<file path="src/verilog/codes.sv">
package codes;

  // A machine word. Addresses, data and the program counter all use it.
  typedef logic [31:0] size_t;

  // Index into the thirty-two entry register file.
  typedef logic [4:0] reg_idx_t;

  // Internal operations after decode.
  // Anything the decoder does not recognise becomes op_invalid and behaves as a no-op.
  typedef enum logic [3:0] {
    op_addu, op_subu, op_and, op_or, op_xor, op_slt, op_sll,
    op_addiu, op_ori, op_lui,
    op_lw, op_sw,
    op_beq, op_bne, op_jr,
    op_invalid
  } opcode_t;

  // Sequencer states. Every instruction walks fetch, exec1 and exec2.
  typedef enum logic [1:0] {
    st_fetch, st_exec1, st_exec2, st_halted
  } state_t;

  // Primary opcode field, instruction bits 31 to 26.
  localparam logic [5:0] primary_special = 6'h00;
  localparam logic [5:0] primary_beq     = 6'h04;
  localparam logic [5:0] primary_bne     = 6'h05;
  localparam logic [5:0] primary_addiu   = 6'h09;
  localparam logic [5:0] primary_ori     = 6'h0d;
  localparam logic [5:0] primary_lui     = 6'h0f;
  localparam logic [5:0] primary_lw      = 6'h23;
  localparam logic [5:0] primary_sw      = 6'h2b;

  // Function field of SPECIAL instructions, bits 5 to 0.
  localparam logic [5:0] funct_sll  = 6'h00;
  localparam logic [5:0] funct_jr   = 6'h08;
  localparam logic [5:0] funct_addu = 6'h21;
  localparam logic [5:0] funct_subu = 6'h23;
  localparam logic [5:0] funct_and  = 6'h24;
  localparam logic [5:0] funct_or   = 6'h25;
  localparam logic [5:0] funct_xor  = 6'h26;
  localparam logic [5:0] funct_slt  = 6'h2a;

endpackage
</file>
<file path="src/verilog/cpu_top.sv">
`timescale 1ns/100ps

module cpu_top #(
  parameter codes::size_t reset_vector = 32'hbfc00000
) (
  input  logic         clk,
  input  logic         reset,
  // Instruction memory side.
  output codes::size_t instr_address,
  output logic         instr_read,
  input  codes::size_t instr_readdata,
  // Data memory side.
  output codes::size_t data_address,
  output logic         data_read,
  output logic         data_write,
  output codes::size_t data_writedata,
  input  codes::size_t data_readdata,
  // Status.
  output logic         active,
  output codes::size_t register_v0
);

  codes::state_t   state;
  logic            ir_load;
  logic            pc_wen;
  codes::size_t    pc;
  codes::opcode_t  opcode;
  codes::reg_idx_t rs;
  codes::reg_idx_t rt;
  codes::reg_idx_t rd;
  logic [4:0]      shamt;
  codes::size_t    imm;
  codes::size_t    read_a;
  codes::size_t    read_b;
  codes::size_t    alu_out;
  logic            b_cond_met;
  codes::size_t    branch_target;
  codes::size_t    load_data;
  logic            jump_zero;
  logic            write_enable;
  codes::reg_idx_t write_index;
  codes::size_t    write_data;

  // The counter addresses instruction memory directly.
  assign instr_address = pc;
  assign instr_read    = ir_load;
  // Stores always take their data from the rt register.
  assign data_writedata = read_b;

  cpu_pc #(.reset_vector(reset_vector)) pc_inst (
    .clk(clk), .reset(reset), .wen(pc_wen), .b_cond_met(b_cond_met),
    .pc_i(branch_target), .pc_o(pc)
  );

  cpu_control control_inst (
    .clk(clk), .reset(reset), .jump_zero(jump_zero), .state(state),
    .ir_load(ir_load), .pc_wen(pc_wen), .active(active)
  );

  cpu_decode decode_inst (
    .clk(clk), .reset(reset), .ir_load(ir_load), .instr_readdata(instr_readdata),
    .opcode(opcode), .rs(rs), .rt(rt), .rd(rd), .shamt(shamt), .imm(imm)
  );

  cpu_regfile regfile_inst (
    .clk(clk), .reset(reset), .rs(rs), .rt(rt), .write_enable(write_enable),
    .write_index(write_index), .write_data(write_data), .read_a(read_a),
    .read_b(read_b), .register_v0(register_v0)
  );

  cpu_execute execute_inst (
    .clk(clk), .reset(reset), .state(state), .opcode(opcode), .read_a(read_a),
    .read_b(read_b), .imm(imm), .shamt(shamt), .pc(pc), .data_readdata(data_readdata),
    .alu_out(alu_out), .b_cond_met(b_cond_met), .branch_target(branch_target),
    .mem_address(data_address), .load_data(load_data), .jump_zero(jump_zero),
    .data_read(data_read), .data_write(data_write)
  );

  cpu_result result_inst (
    .state(state), .opcode(opcode), .rt(rt), .rd(rd), .alu_out(alu_out),
    .load_data(load_data), .write_enable(write_enable), .write_index(write_index),
    .write_data(write_data)
  );

endmodule

</file>
<file path="src/verilog/cpu_result.sv">
`timescale 1ns/100ps

module cpu_result (
  input  codes::state_t   state,
  input  codes::opcode_t  opcode,
  input  codes::reg_idx_t rt,
  input  codes::reg_idx_t rd,
  input  codes::size_t    alu_out,
  input  codes::size_t    load_data,
  output logic            write_enable,
  output codes::reg_idx_t write_index,
  output codes::size_t    write_data
);

  logic writes_rd;
  logic writes_rt;

  // Register-register forms write rd.
  assign writes_rd = (opcode == codes::op_addu) || (opcode == codes::op_subu) ||
                     (opcode == codes::op_and)  || (opcode == codes::op_or)   ||
                     (opcode == codes::op_xor)  || (opcode == codes::op_slt)  ||
                     (opcode == codes::op_sll);

  // Immediate forms and loads write rt.
  assign writes_rt = (opcode == codes::op_addiu) || (opcode == codes::op_ori) ||
                     (opcode == codes::op_lui)   || (opcode == codes::op_lw);

  // The register file is written on the exec2 edge only.
  assign write_enable = (state == codes::st_exec2) && (writes_rd || writes_rt);
  assign write_index  = writes_rd ? rd : rt;
  assign write_data   = (opcode == codes::op_lw) ? load_data : alu_out;

endmodule

</file>
<file path="src/verilog/cpu_execute.sv">
`timescale 1ns/100ps

module cpu_execute (
  input  logic           clk,
  input  logic           reset,
  input  codes::state_t  state,
  input  codes::opcode_t opcode,
  input  codes::size_t   read_a,
  input  codes::size_t   read_b,
  input  codes::size_t   imm,
  input  logic [4:0]     shamt,
  input  codes::size_t   pc,
  input  codes::size_t   data_readdata,
  output codes::size_t   alu_out,
  output logic           b_cond_met,
  output codes::size_t   branch_target,
  output codes::size_t   mem_address,
  output codes::size_t   load_data,
  output logic           jump_zero,
  output logic           data_read,
  output logic           data_write
);

  logic taken;
  logic is_exec1;
  logic is_exec2;

  assign is_exec1 = (state == codes::st_exec1);
  assign is_exec2 = (state == codes::st_exec2);

  // Loads and stores address memory with base plus signed offset.
  assign mem_address = read_a + imm;

  always_comb begin
    case (opcode)
      codes::op_addu:  alu_out = read_a + read_b;
      codes::op_subu:  alu_out = read_a - read_b;
      codes::op_and:   alu_out = read_a & read_b;
      codes::op_or:    alu_out = read_a | read_b;
      codes::op_xor:   alu_out = read_a ^ read_b;
      // A signed compare leaves a single bit in the low position.
      codes::op_slt:   alu_out = {31'd0, $signed(read_a) < $signed(read_b)};
      codes::op_sll:   alu_out = read_b << shamt;
      codes::op_addiu: alu_out = read_a + imm;
      codes::op_ori:   alu_out = read_a | imm;
      // The decoder has already placed the immediate in the upper half.
      codes::op_lui:   alu_out = imm;
      default:         alu_out = mem_address;
    endcase
  end

  // The branch decision.
  // A jr is always taken.
  always_comb begin
    case (opcode)
      codes::op_beq: taken = (read_a == read_b);
      codes::op_bne: taken = (read_a != read_b);
      codes::op_jr:  taken = 1'b1;
      default:       taken = 1'b0;
    endcase
  end

  // Branch offsets count words from the delay slot address.
  // A jr goes to the register value instead.
  assign branch_target = (opcode == codes::op_jr) ? read_a : pc + 32'd4 + (imm << 2);

  // Both flags are only valid in exec2, the cycle the counter is written.
  assign b_cond_met = is_exec2 && taken;
  assign jump_zero  = is_exec2 && (opcode == codes::op_jr) && (read_a == '0);

  // Memory strobes are levels for the whole of exec1.
  assign data_read  = is_exec1 && (opcode == codes::op_lw);
  assign data_write = is_exec1 && (opcode == codes::op_sw);

  // Read data arrives in exec1 and is held for the writeback in exec2.
  always_ff @(posedge clk) begin
    if (reset) begin
      load_data <= '0;
    end else if (data_read) begin
      load_data <= data_readdata;
    end
  end

endmodule

</file>
<file path="src/verilog/cpu_regfile.sv">
`timescale 1ns/100ps

module cpu_regfile (
  input  logic            clk,
  input  logic            reset,
  input  codes::reg_idx_t rs,
  input  codes::reg_idx_t rt,
  input  logic            write_enable,
  input  codes::reg_idx_t write_index,
  input  codes::size_t    write_data,
  output codes::size_t    read_a,
  output codes::size_t    read_b,
  output codes::size_t    register_v0
);

  codes::size_t regs [32];

  // All registers are architecturally zero after reset.
  // Register zero is never written, so it keeps that value for good.
  always_ff @(posedge clk) begin
    if (reset) begin
      for (int i = 0; i < 32; i++) begin
        regs[i] <= '0;
      end
    end else if (write_enable && (write_index != 5'd0)) begin
      regs[write_index] <= write_data;
    end
  end

  // Both read ports are combinational.
  assign read_a = regs[rs];
  assign read_b = regs[rt];

  // v0 is register 2 and is brought out for observation.
  assign register_v0 = regs[2];

endmodule

</file>
<file path="src/verilog/cpu_decode.sv">
`timescale 1ns/100ps

module cpu_decode (
  input  logic           clk,
  input  logic           reset,
  input  logic           ir_load,
  input  codes::size_t   instr_readdata,
  output codes::opcode_t opcode,
  output codes::reg_idx_t rs,
  output codes::reg_idx_t rt,
  output codes::reg_idx_t rd,
  output logic [4:0]     shamt,
  output codes::size_t   imm
);

  codes::size_t ir;
  logic [5:0]   primary;
  logic [5:0]   funct;

  // The instruction register holds the word for exec1 and exec2.
  // An all-zero word decodes as sll to register zero, which does nothing.
  always_ff @(posedge clk) begin
    if (reset) begin
      ir <= '0;
    end else if (ir_load) begin
      ir <= instr_readdata;
    end
  end

  assign primary = ir[31:26];
  assign funct   = ir[5:0];
  assign rs      = ir[25:21];
  assign rt      = ir[20:16];
  assign rd      = ir[15:11];
  assign shamt   = ir[10:6];

  // Map the MIPS encoding onto the internal operation.
  always_comb begin
    opcode = codes::op_invalid;
    case (primary)
      codes::primary_special: begin
        case (funct)
          codes::funct_sll:  opcode = codes::op_sll;
          codes::funct_jr:   opcode = codes::op_jr;
          codes::funct_addu: opcode = codes::op_addu;
          codes::funct_subu: opcode = codes::op_subu;
          codes::funct_and:  opcode = codes::op_and;
          codes::funct_or:   opcode = codes::op_or;
          codes::funct_xor:  opcode = codes::op_xor;
          codes::funct_slt:  opcode = codes::op_slt;
          default:           opcode = codes::op_invalid;
        endcase
      end
      codes::primary_beq:   opcode = codes::op_beq;
      codes::primary_bne:   opcode = codes::op_bne;
      codes::primary_addiu: opcode = codes::op_addiu;
      codes::primary_ori:   opcode = codes::op_ori;
      codes::primary_lui:   opcode = codes::op_lui;
      codes::primary_lw:    opcode = codes::op_lw;
      codes::primary_sw:    opcode = codes::op_sw;
      default:              opcode = codes::op_invalid;
    endcase
  end

  // Logical immediates are zero extended and lui moves the field to the top half.
  // Arithmetic, memory and branch offsets are sign extended.
  always_comb begin
    case (opcode)
      codes::op_ori: imm = {16'h0000, ir[15:0]};
      codes::op_lui: imm = {ir[15:0], 16'h0000};
      default:       imm = {{16{ir[15]}}, ir[15:0]};
    endcase
  end

endmodule

</file>
<file path="src/verilog/cpu_control.sv">
`timescale 1ns/100ps

module cpu_control (
  input  logic          clk,
  input  logic          reset,
  input  logic          jump_zero,
  output codes::state_t state,
  output logic          ir_load,
  output logic          pc_wen,
  output logic          active
);

  // Low for one cycle after reset so the counter can load the reset vector first.
  logic primed;
  // Set by a jump to zero. The delay slot still runs before the halt.
  logic pending_halt;

  always_ff @(posedge clk) begin
    if (reset) begin
      state        <= codes::st_fetch;
      primed       <= 1'b0;
      pending_halt <= 1'b0;
    end else begin
      primed <= 1'b1;

      if (jump_zero) begin
        pending_halt <= 1'b1;
      end

      case (state)
        // The fetch waits until the counter holds the reset vector.
        codes::st_fetch:  state <= primed ? codes::st_exec1 : codes::st_fetch;
        codes::st_exec1:  state <= codes::st_exec2;
        // The slot after a jump to zero is the last instruction to run.
        codes::st_exec2:  state <= pending_halt ? codes::st_halted : codes::st_fetch;
        default:          state <= codes::st_halted;
      endcase
    end
  end

  // The instruction register loads on the same cycle the memory is read.
  assign ir_load = (state == codes::st_fetch) && primed;
  assign pc_wen  = (state == codes::st_exec2);
  assign active  = (state != codes::st_halted);

endmodule

</file>
<file path="src/verilog/cpu_pc.sv">
`timescale 1ns/100ps

module cpu_pc #(
  parameter codes::size_t reset_vector = 32'hbfc00000
) (
  input  logic         clk,
  input  logic         reset,
  // Only a rising edge with wen high advances the counter.
  // The sequencer raises it for one state per instruction.
  input  logic         wen,
  // A branch seen here lands on the write after next, which leaves one delay slot.
  input  logic         b_cond_met,
  // Branch or jump destination, sampled together with b_cond_met.
  input  codes::size_t pc_i,
  output codes::size_t pc_o
);

  codes::size_t pc_q;
  codes::size_t branch_q;
  logic         sel_branch_q;
  logic         reset_q;

  assign pc_o = pc_q;

  always_ff @(posedge clk) begin
    // The previous reset level is kept so that its release can be seen.
    reset_q <= reset;

    if (reset) begin
      // While reset is held the counter reads zero and no branch is pending.
      pc_q         <= '0;
      branch_q     <= '0;
      sel_branch_q <= 1'b0;
    end else if (reset_q && !reset) begin
      // Reset has just been released.
      // The first fetch address is loaded here, one cycle after reset falls.
      pc_q <= reset_vector;
    end else if (wen) begin
      // A target captured on the previous write is taken now.
      // Otherwise the counter steps to the next word.
      if (sel_branch_q) begin
        pc_q <= branch_q;
      end else begin
        pc_q <= pc_q + 32'd4;
      end

      // A new target is only recorded when the branch is taken.
      // The old one stays put and is ignored while the select flag is low.
      if (b_cond_met) begin
        branch_q <= pc_i;
      end

      sel_branch_q <= b_cond_met;
    end
  end

endmodule

</file>
<file path="config.mk">
export PLATFORM = sky130hd
export DESIGN_NAME = cpu_top
export DESIGN_NICKNAME = d
export VERILOG_FILES = /design/src/verilog/codes.sv /design/src/verilog/cpu_top.sv /design/src/verilog/cpu_result.sv /design/src/verilog/cpu_execute.sv /design/src/verilog/cpu_regfile.sv /design/src/verilog/cpu_decode.sv /design/src/verilog/cpu_control.sv /design/src/verilog/cpu_pc.sv
export SDC_FILE = /design/constraint.sdc
export NUM_CORES = 2
export LEC_CHECK = 0
export ABC_AREA = 1
export BUFFER_PORTS_ARGS = -buffer_cell sky130_fd_sc_hd__buf_2
export CAP_MARGIN = 20
export CORE_ASPECT_RATIO = 2
export CORE_MARGIN = 2
export CORE_UTILIZATION = 69
export DETAILED_ROUTE_END_ITERATION = 7
export HOLD_SLACK_MARGIN = 0.03
export PLACE_DENSITY = 0.87
export SYNTH_ARGS = -nofsm -noshare
export SYNTH_HDL_FRONTEND = slang
export SYNTH_SLANG_ARGS = --single-unit
export TNS_END_PERCENT = 100
</file>
<file path="constraint.sdc">
create_clock -name clk -period 11.3 [get_ports clk]
set_clock_uncertainty 0.15 [all_clocks]
set_input_delay 0.565 -clock clk [delete_from_list [all_inputs] [get_ports clk]]
set_output_delay 0.565 -clock clk [all_outputs]
set_load 0.05 [all_outputs]
</file>
==> results of run 1 <==
## kinds of logic after synthesis
kind of cell	share of synthesized area (%)
other cells	0.00466
xor+xnor	0.631
fa+ha+maj	1.79
buf+inv	11.0
flops	41.8
compound gates	14.5
simple gates	30.3
## routing by layer
| layer | track usage [%] | overflow |
|---|---|---|
| met1 | 70.0 | 0 |
| met4 | 75.0 | 18 |
| met5 | 32.0 | 0 |
| met3 | 53.2 | 1 |
| met2 | 93.0 | 12 |
## cell usage after synthesis, drive strengths merged (2+ instances only)
cell and number:
fa 2, o21a 10, buf 410, nor3 56
o211ai 53, clkbuf 406, o21ai 523, o22ai 15
xnor2 9, nand3 1646, a221oi 16, clkinv 7
o2111ai 8, a21o 4, and3 3, nor2 683
a211oi 6, edfxtp 1024, inv 1334, a21oi 1248
o221ai 13, a22oi 6, dfxtp 144, nor3b 2
o21bai 22, nand2 3255, nor4 17, nand4 63
or2 29, and2 4, xor2 49, ha 112
a31oi 33, nand3b 6, a21boi 5
## repair_timing
item / 4_1_cts
hold buffers: 52
setup buffers: 0
endpoints found under the setup margin: 0
gates resized for setup: 0
endpoints found under the hold margin: 56
## through the flow
stage	std cells	hold slack (ns)	instance area, µm²	worst slack (ns)	utilization, %
CTS	12600	0.0309	85800	2.65	74.0
floorplan	11300	0.280	80700	6.25	-
detailed placement	12400	0.304	81700	2.76	70.4
global placement	12400	0.294	81700	2.83	70.4
==> reports/results.ini, run 1 <==
[cts]
clk_path_buf_depth=3
htreeDepth=3
clockRootBuffer=clkbuf_16
cts_buffers=101
cts_sinks=1168

[logic_synthesis]
synth_cell_types=63
ys_top_cells_by_area=edfxtp_1, nand2_1, nand3_1, inv_1, a21oi_1
yosys_warnings=0
ys_seq_area_share_pct=41.8
synth_area_um2=80500
netlist_instances=11200
ys_ff_latch=1168
synth_edf_count=1024
syn_avg_cell_area_um2=7.17
synth_ff_type=edfxtp_1
synth_top_area_share_pct=38.2
yosys.area.top_type=edfxtp_1
synthArstFlopShare_pct=0

[global_route]
grt_max_degree=200
grt_pass1_vias=93300
grt_use_total_pct=72.7
grt_pass1_wl_um=636000
grt_overflow=31

[placed_design]
io_buffers=197
gp_congestion=1.25
hpwl_um=255000

[floorplanning]
die_y_um=487
core.rowCount=177
start_util_pct=69.4
die-width_um=246
io_pins=198

[status]
tool.error=[ERROR GRT-0116] Global routing finished with congestion. Check the congestion regions in the DRC Viewer.
lastStage=5_1_grt
status=did not finish

==> inputs of run 2 (changes only) <==
CORE_ASPECT_RATIO = not set   (was 2)
CORE_UTILIZATION = 40   (was 69)
HOLD_SLACK_MARGIN = not set   (was 0.03)
PLACE_DENSITY = not set   (was 0.87)
PLACE_DENSITY_LB_ADDON = 0.15   (was not set)
==> run 2 against run 1 <==
Against the previous run: the flow now finishes, with violations (design-rule violations); synthesized area unchanged; synthesized cell count is the same.
==> reports/results.ini, run 2 <==
[cts]
cts_sinks=1168
postCtsResizedCells=0
clockRootBuffer=clkbuf_16
insertion_delay_ns=0.88
clk_path_buf_depth=3
post_cts_buffers=0
cts_buffers=143
hold_buffers=52
cts_tree=built
clk_pin_slew_ns=0.07
htreeDepth=4

[critical_path]
slowest_stage=dfxtp_4
path_delay_family=simple AND/OR/NAND/NOR gates
crit_fanout=119
critical_path_buf_inv_count=4
crit_chain=inv_8, buf_4, nand2_1, nand3_1, nand2_1, nand2_1, nand3_1, nand3_1, nand2_1, ha_1, clkinv_1, nand2_1, o21ai_0, a21oi_1, o21ai_0, a21oi_1, inv_1, a21oi_1, a21oi_1, o21ai_0, nand3_1, nand3_2, a21oi_1
required_ns=11.84
worstSetupPathType=reg2reg
cp-start-kind=register
cp_data_arrival_time_ns=9.18
critPathMaxStageDelay_ns=1.03
crit_path_end_kind=register

[logic_synthesis]
netlist_instances=11200
synth_edf_count=1024
ys_top_cells_by_area=edfxtp_1, nand2_1, nand3_1, inv_1, a21oi_1
ys_ff_latch=1168
synth.most_common_cell=nand2_1
yosys_warnings=0
synth_area_um2=80500
synth_ff_type=edfxtp_1
yosys.area.top_type=edfxtp_1
synth_top_area_share_pct=38.2
synth_cell_types=63
synth_common_cells=nand2_1, nand3_1, inv_1
synthArstFlopShare_pct=0
syn_avg_cell_area_um2=7.17
ys_seq_area_share_pct=41.8

[global_route]
antenna_found_initial=27
grt_pass1_vias=77100
grt_overflow=0
grt_max_degree=161
grt_pass1_wl_um=604000
grt_use_total_pct=41.6

[finish]
fin_util_pct=44.4
fill_cells=20400
regMostFlops=regfile_inst.regs
syn_to_final_growth_pct=10.2
multi_input_area_um2=38500
num-nets-final=11300
design_area_um2=88800
drive_gt1_share_pct=10.7
seq_area_um2=33700
mostFrequentLayoutCell=nand2_1
mostFrequentLayoutCells=nand2_1, nand3_1, inv_1
largest_register_ffs=1024

[floorplanning]
io_pins=198
die_area_um2=205000
design.core.area_um2=200000
start_util_pct=40.3
die_y_um=453
die-width_um=453
core.rowCount=164

[drt]
vias_per_cell=6.08
drtIter0Drc=13600
wl_per_cell_um=31.7
ant_nets=0
vias=84300
wl_um=440000
drcViolationCount=3
first_pass_iters=8

[sta]
setup_viol=0
fin_setup_tns_ns=0
clock.fmax_mhz=116
rsz0062_at_grt=false
period_needed_ns=8.63
worstMarginPinSlew_ns=1.21
fin_ws_ns=2.67
hold_viol=0
final-max-slew-violation-count=0
slew_headroom_pct=19.0
fin_crit_sh_pct=76.4

[placed_design]
hpwl_um=284000
place_area_um2=83600
io_buffers=197
pre_cts_ws_ns=2.87
gp_congestion=1.02

[status]
status=finished, violations left
violations=design-rule violations

[min_path]
min_path_type=in2reg

[power_and_ir_drop]
p_leak_nw=39.0
ir_drop_v=0.000128
powerDensity_nw_per_um2=182

[run]
drv_cap=0

run 2: worst min-delay path, cell delays in order:
cell and delay, ns:
buf_2 0.09, o21ai_0 0.17, nor2_1 0.13
run 2: final timing paths:
kind	from	endpoint	slack, ns	depth (start not counted)
max	register	regfile_inst.regs[14][24]	2.67	23
min	instr_readdata[22]	register	0.03	3
max reg2reg	register	regfile_inst.regs[14][24]	2.67	23
min reg2reg	execute_inst.load_data[2]	execute_inst.load_data[2]	0.31	2
run 2: per-layer routing:
metal | wire length, µm | share of wire (%) | track usage, %
met5 | 103 | 0.023 | 0
met4 | 29000 | 6.6 | 23.7
met3 | 53300 | 12 | 9.61
met2 | 180000 | 41 | 59.1
met1 | 177000 | 40 | 57.8
run 2: layout make-up:
cell class / instances / share of cell area (%)
well taps: 2656 / 3.74
repair buffers: 499 / 4.13
inverters: 1341 / 5.72
flip-flops and latches: 1168 / 37.9
diodes: 6 / 0.0169
multi-input cells: 7938 / 43.3
clock buffers: 195 / 4.42
clock inverters: 62 / 0.705
run 2: kinds of logic (layout without fill, tap and decap cells):
| family | count (synthesis) | after routing | share of synthesized area (%) |
|---|---|---|---|
| xor+xnor | 58 | 58 | 0.631 |
| compound gates | 1970 | 1970 | 14.5 |
| simple gates | 5764 | 5764 | 30.3 |
| buf+inv | 2157 | 2097 | 11.0 |
| other cells | 1 | 38 | 0.00466 |
| flops | 1168 | 1168 | 41.8 |
| fa+ha+maj | 114 | 114 | 1.79 |
run 2: power by group:
group | internal (mW) | switching (mW)
Clock | 2.61 | 2.04
Combinational | 1.37 | 5.22
Sequential | 4.83 | 0.100
run 2: metrics by stage:
stage / instances / power [mW] / hold WS [ns]
6_report: 13900 / 16.2 / 0.0343
5_1_grt: 13900 / 16.6 / 0.0251
4_1_cts: 13900 / 15.9 / 0.00506
3_5_place_dp: 13500 / 11.3 / 0.296
3_3_place_gp: 13500 / 11.3 / 0.295
2_1_floorplan: 11300 / 8.73 / 0.280
(Power assumes the default switching activity.)
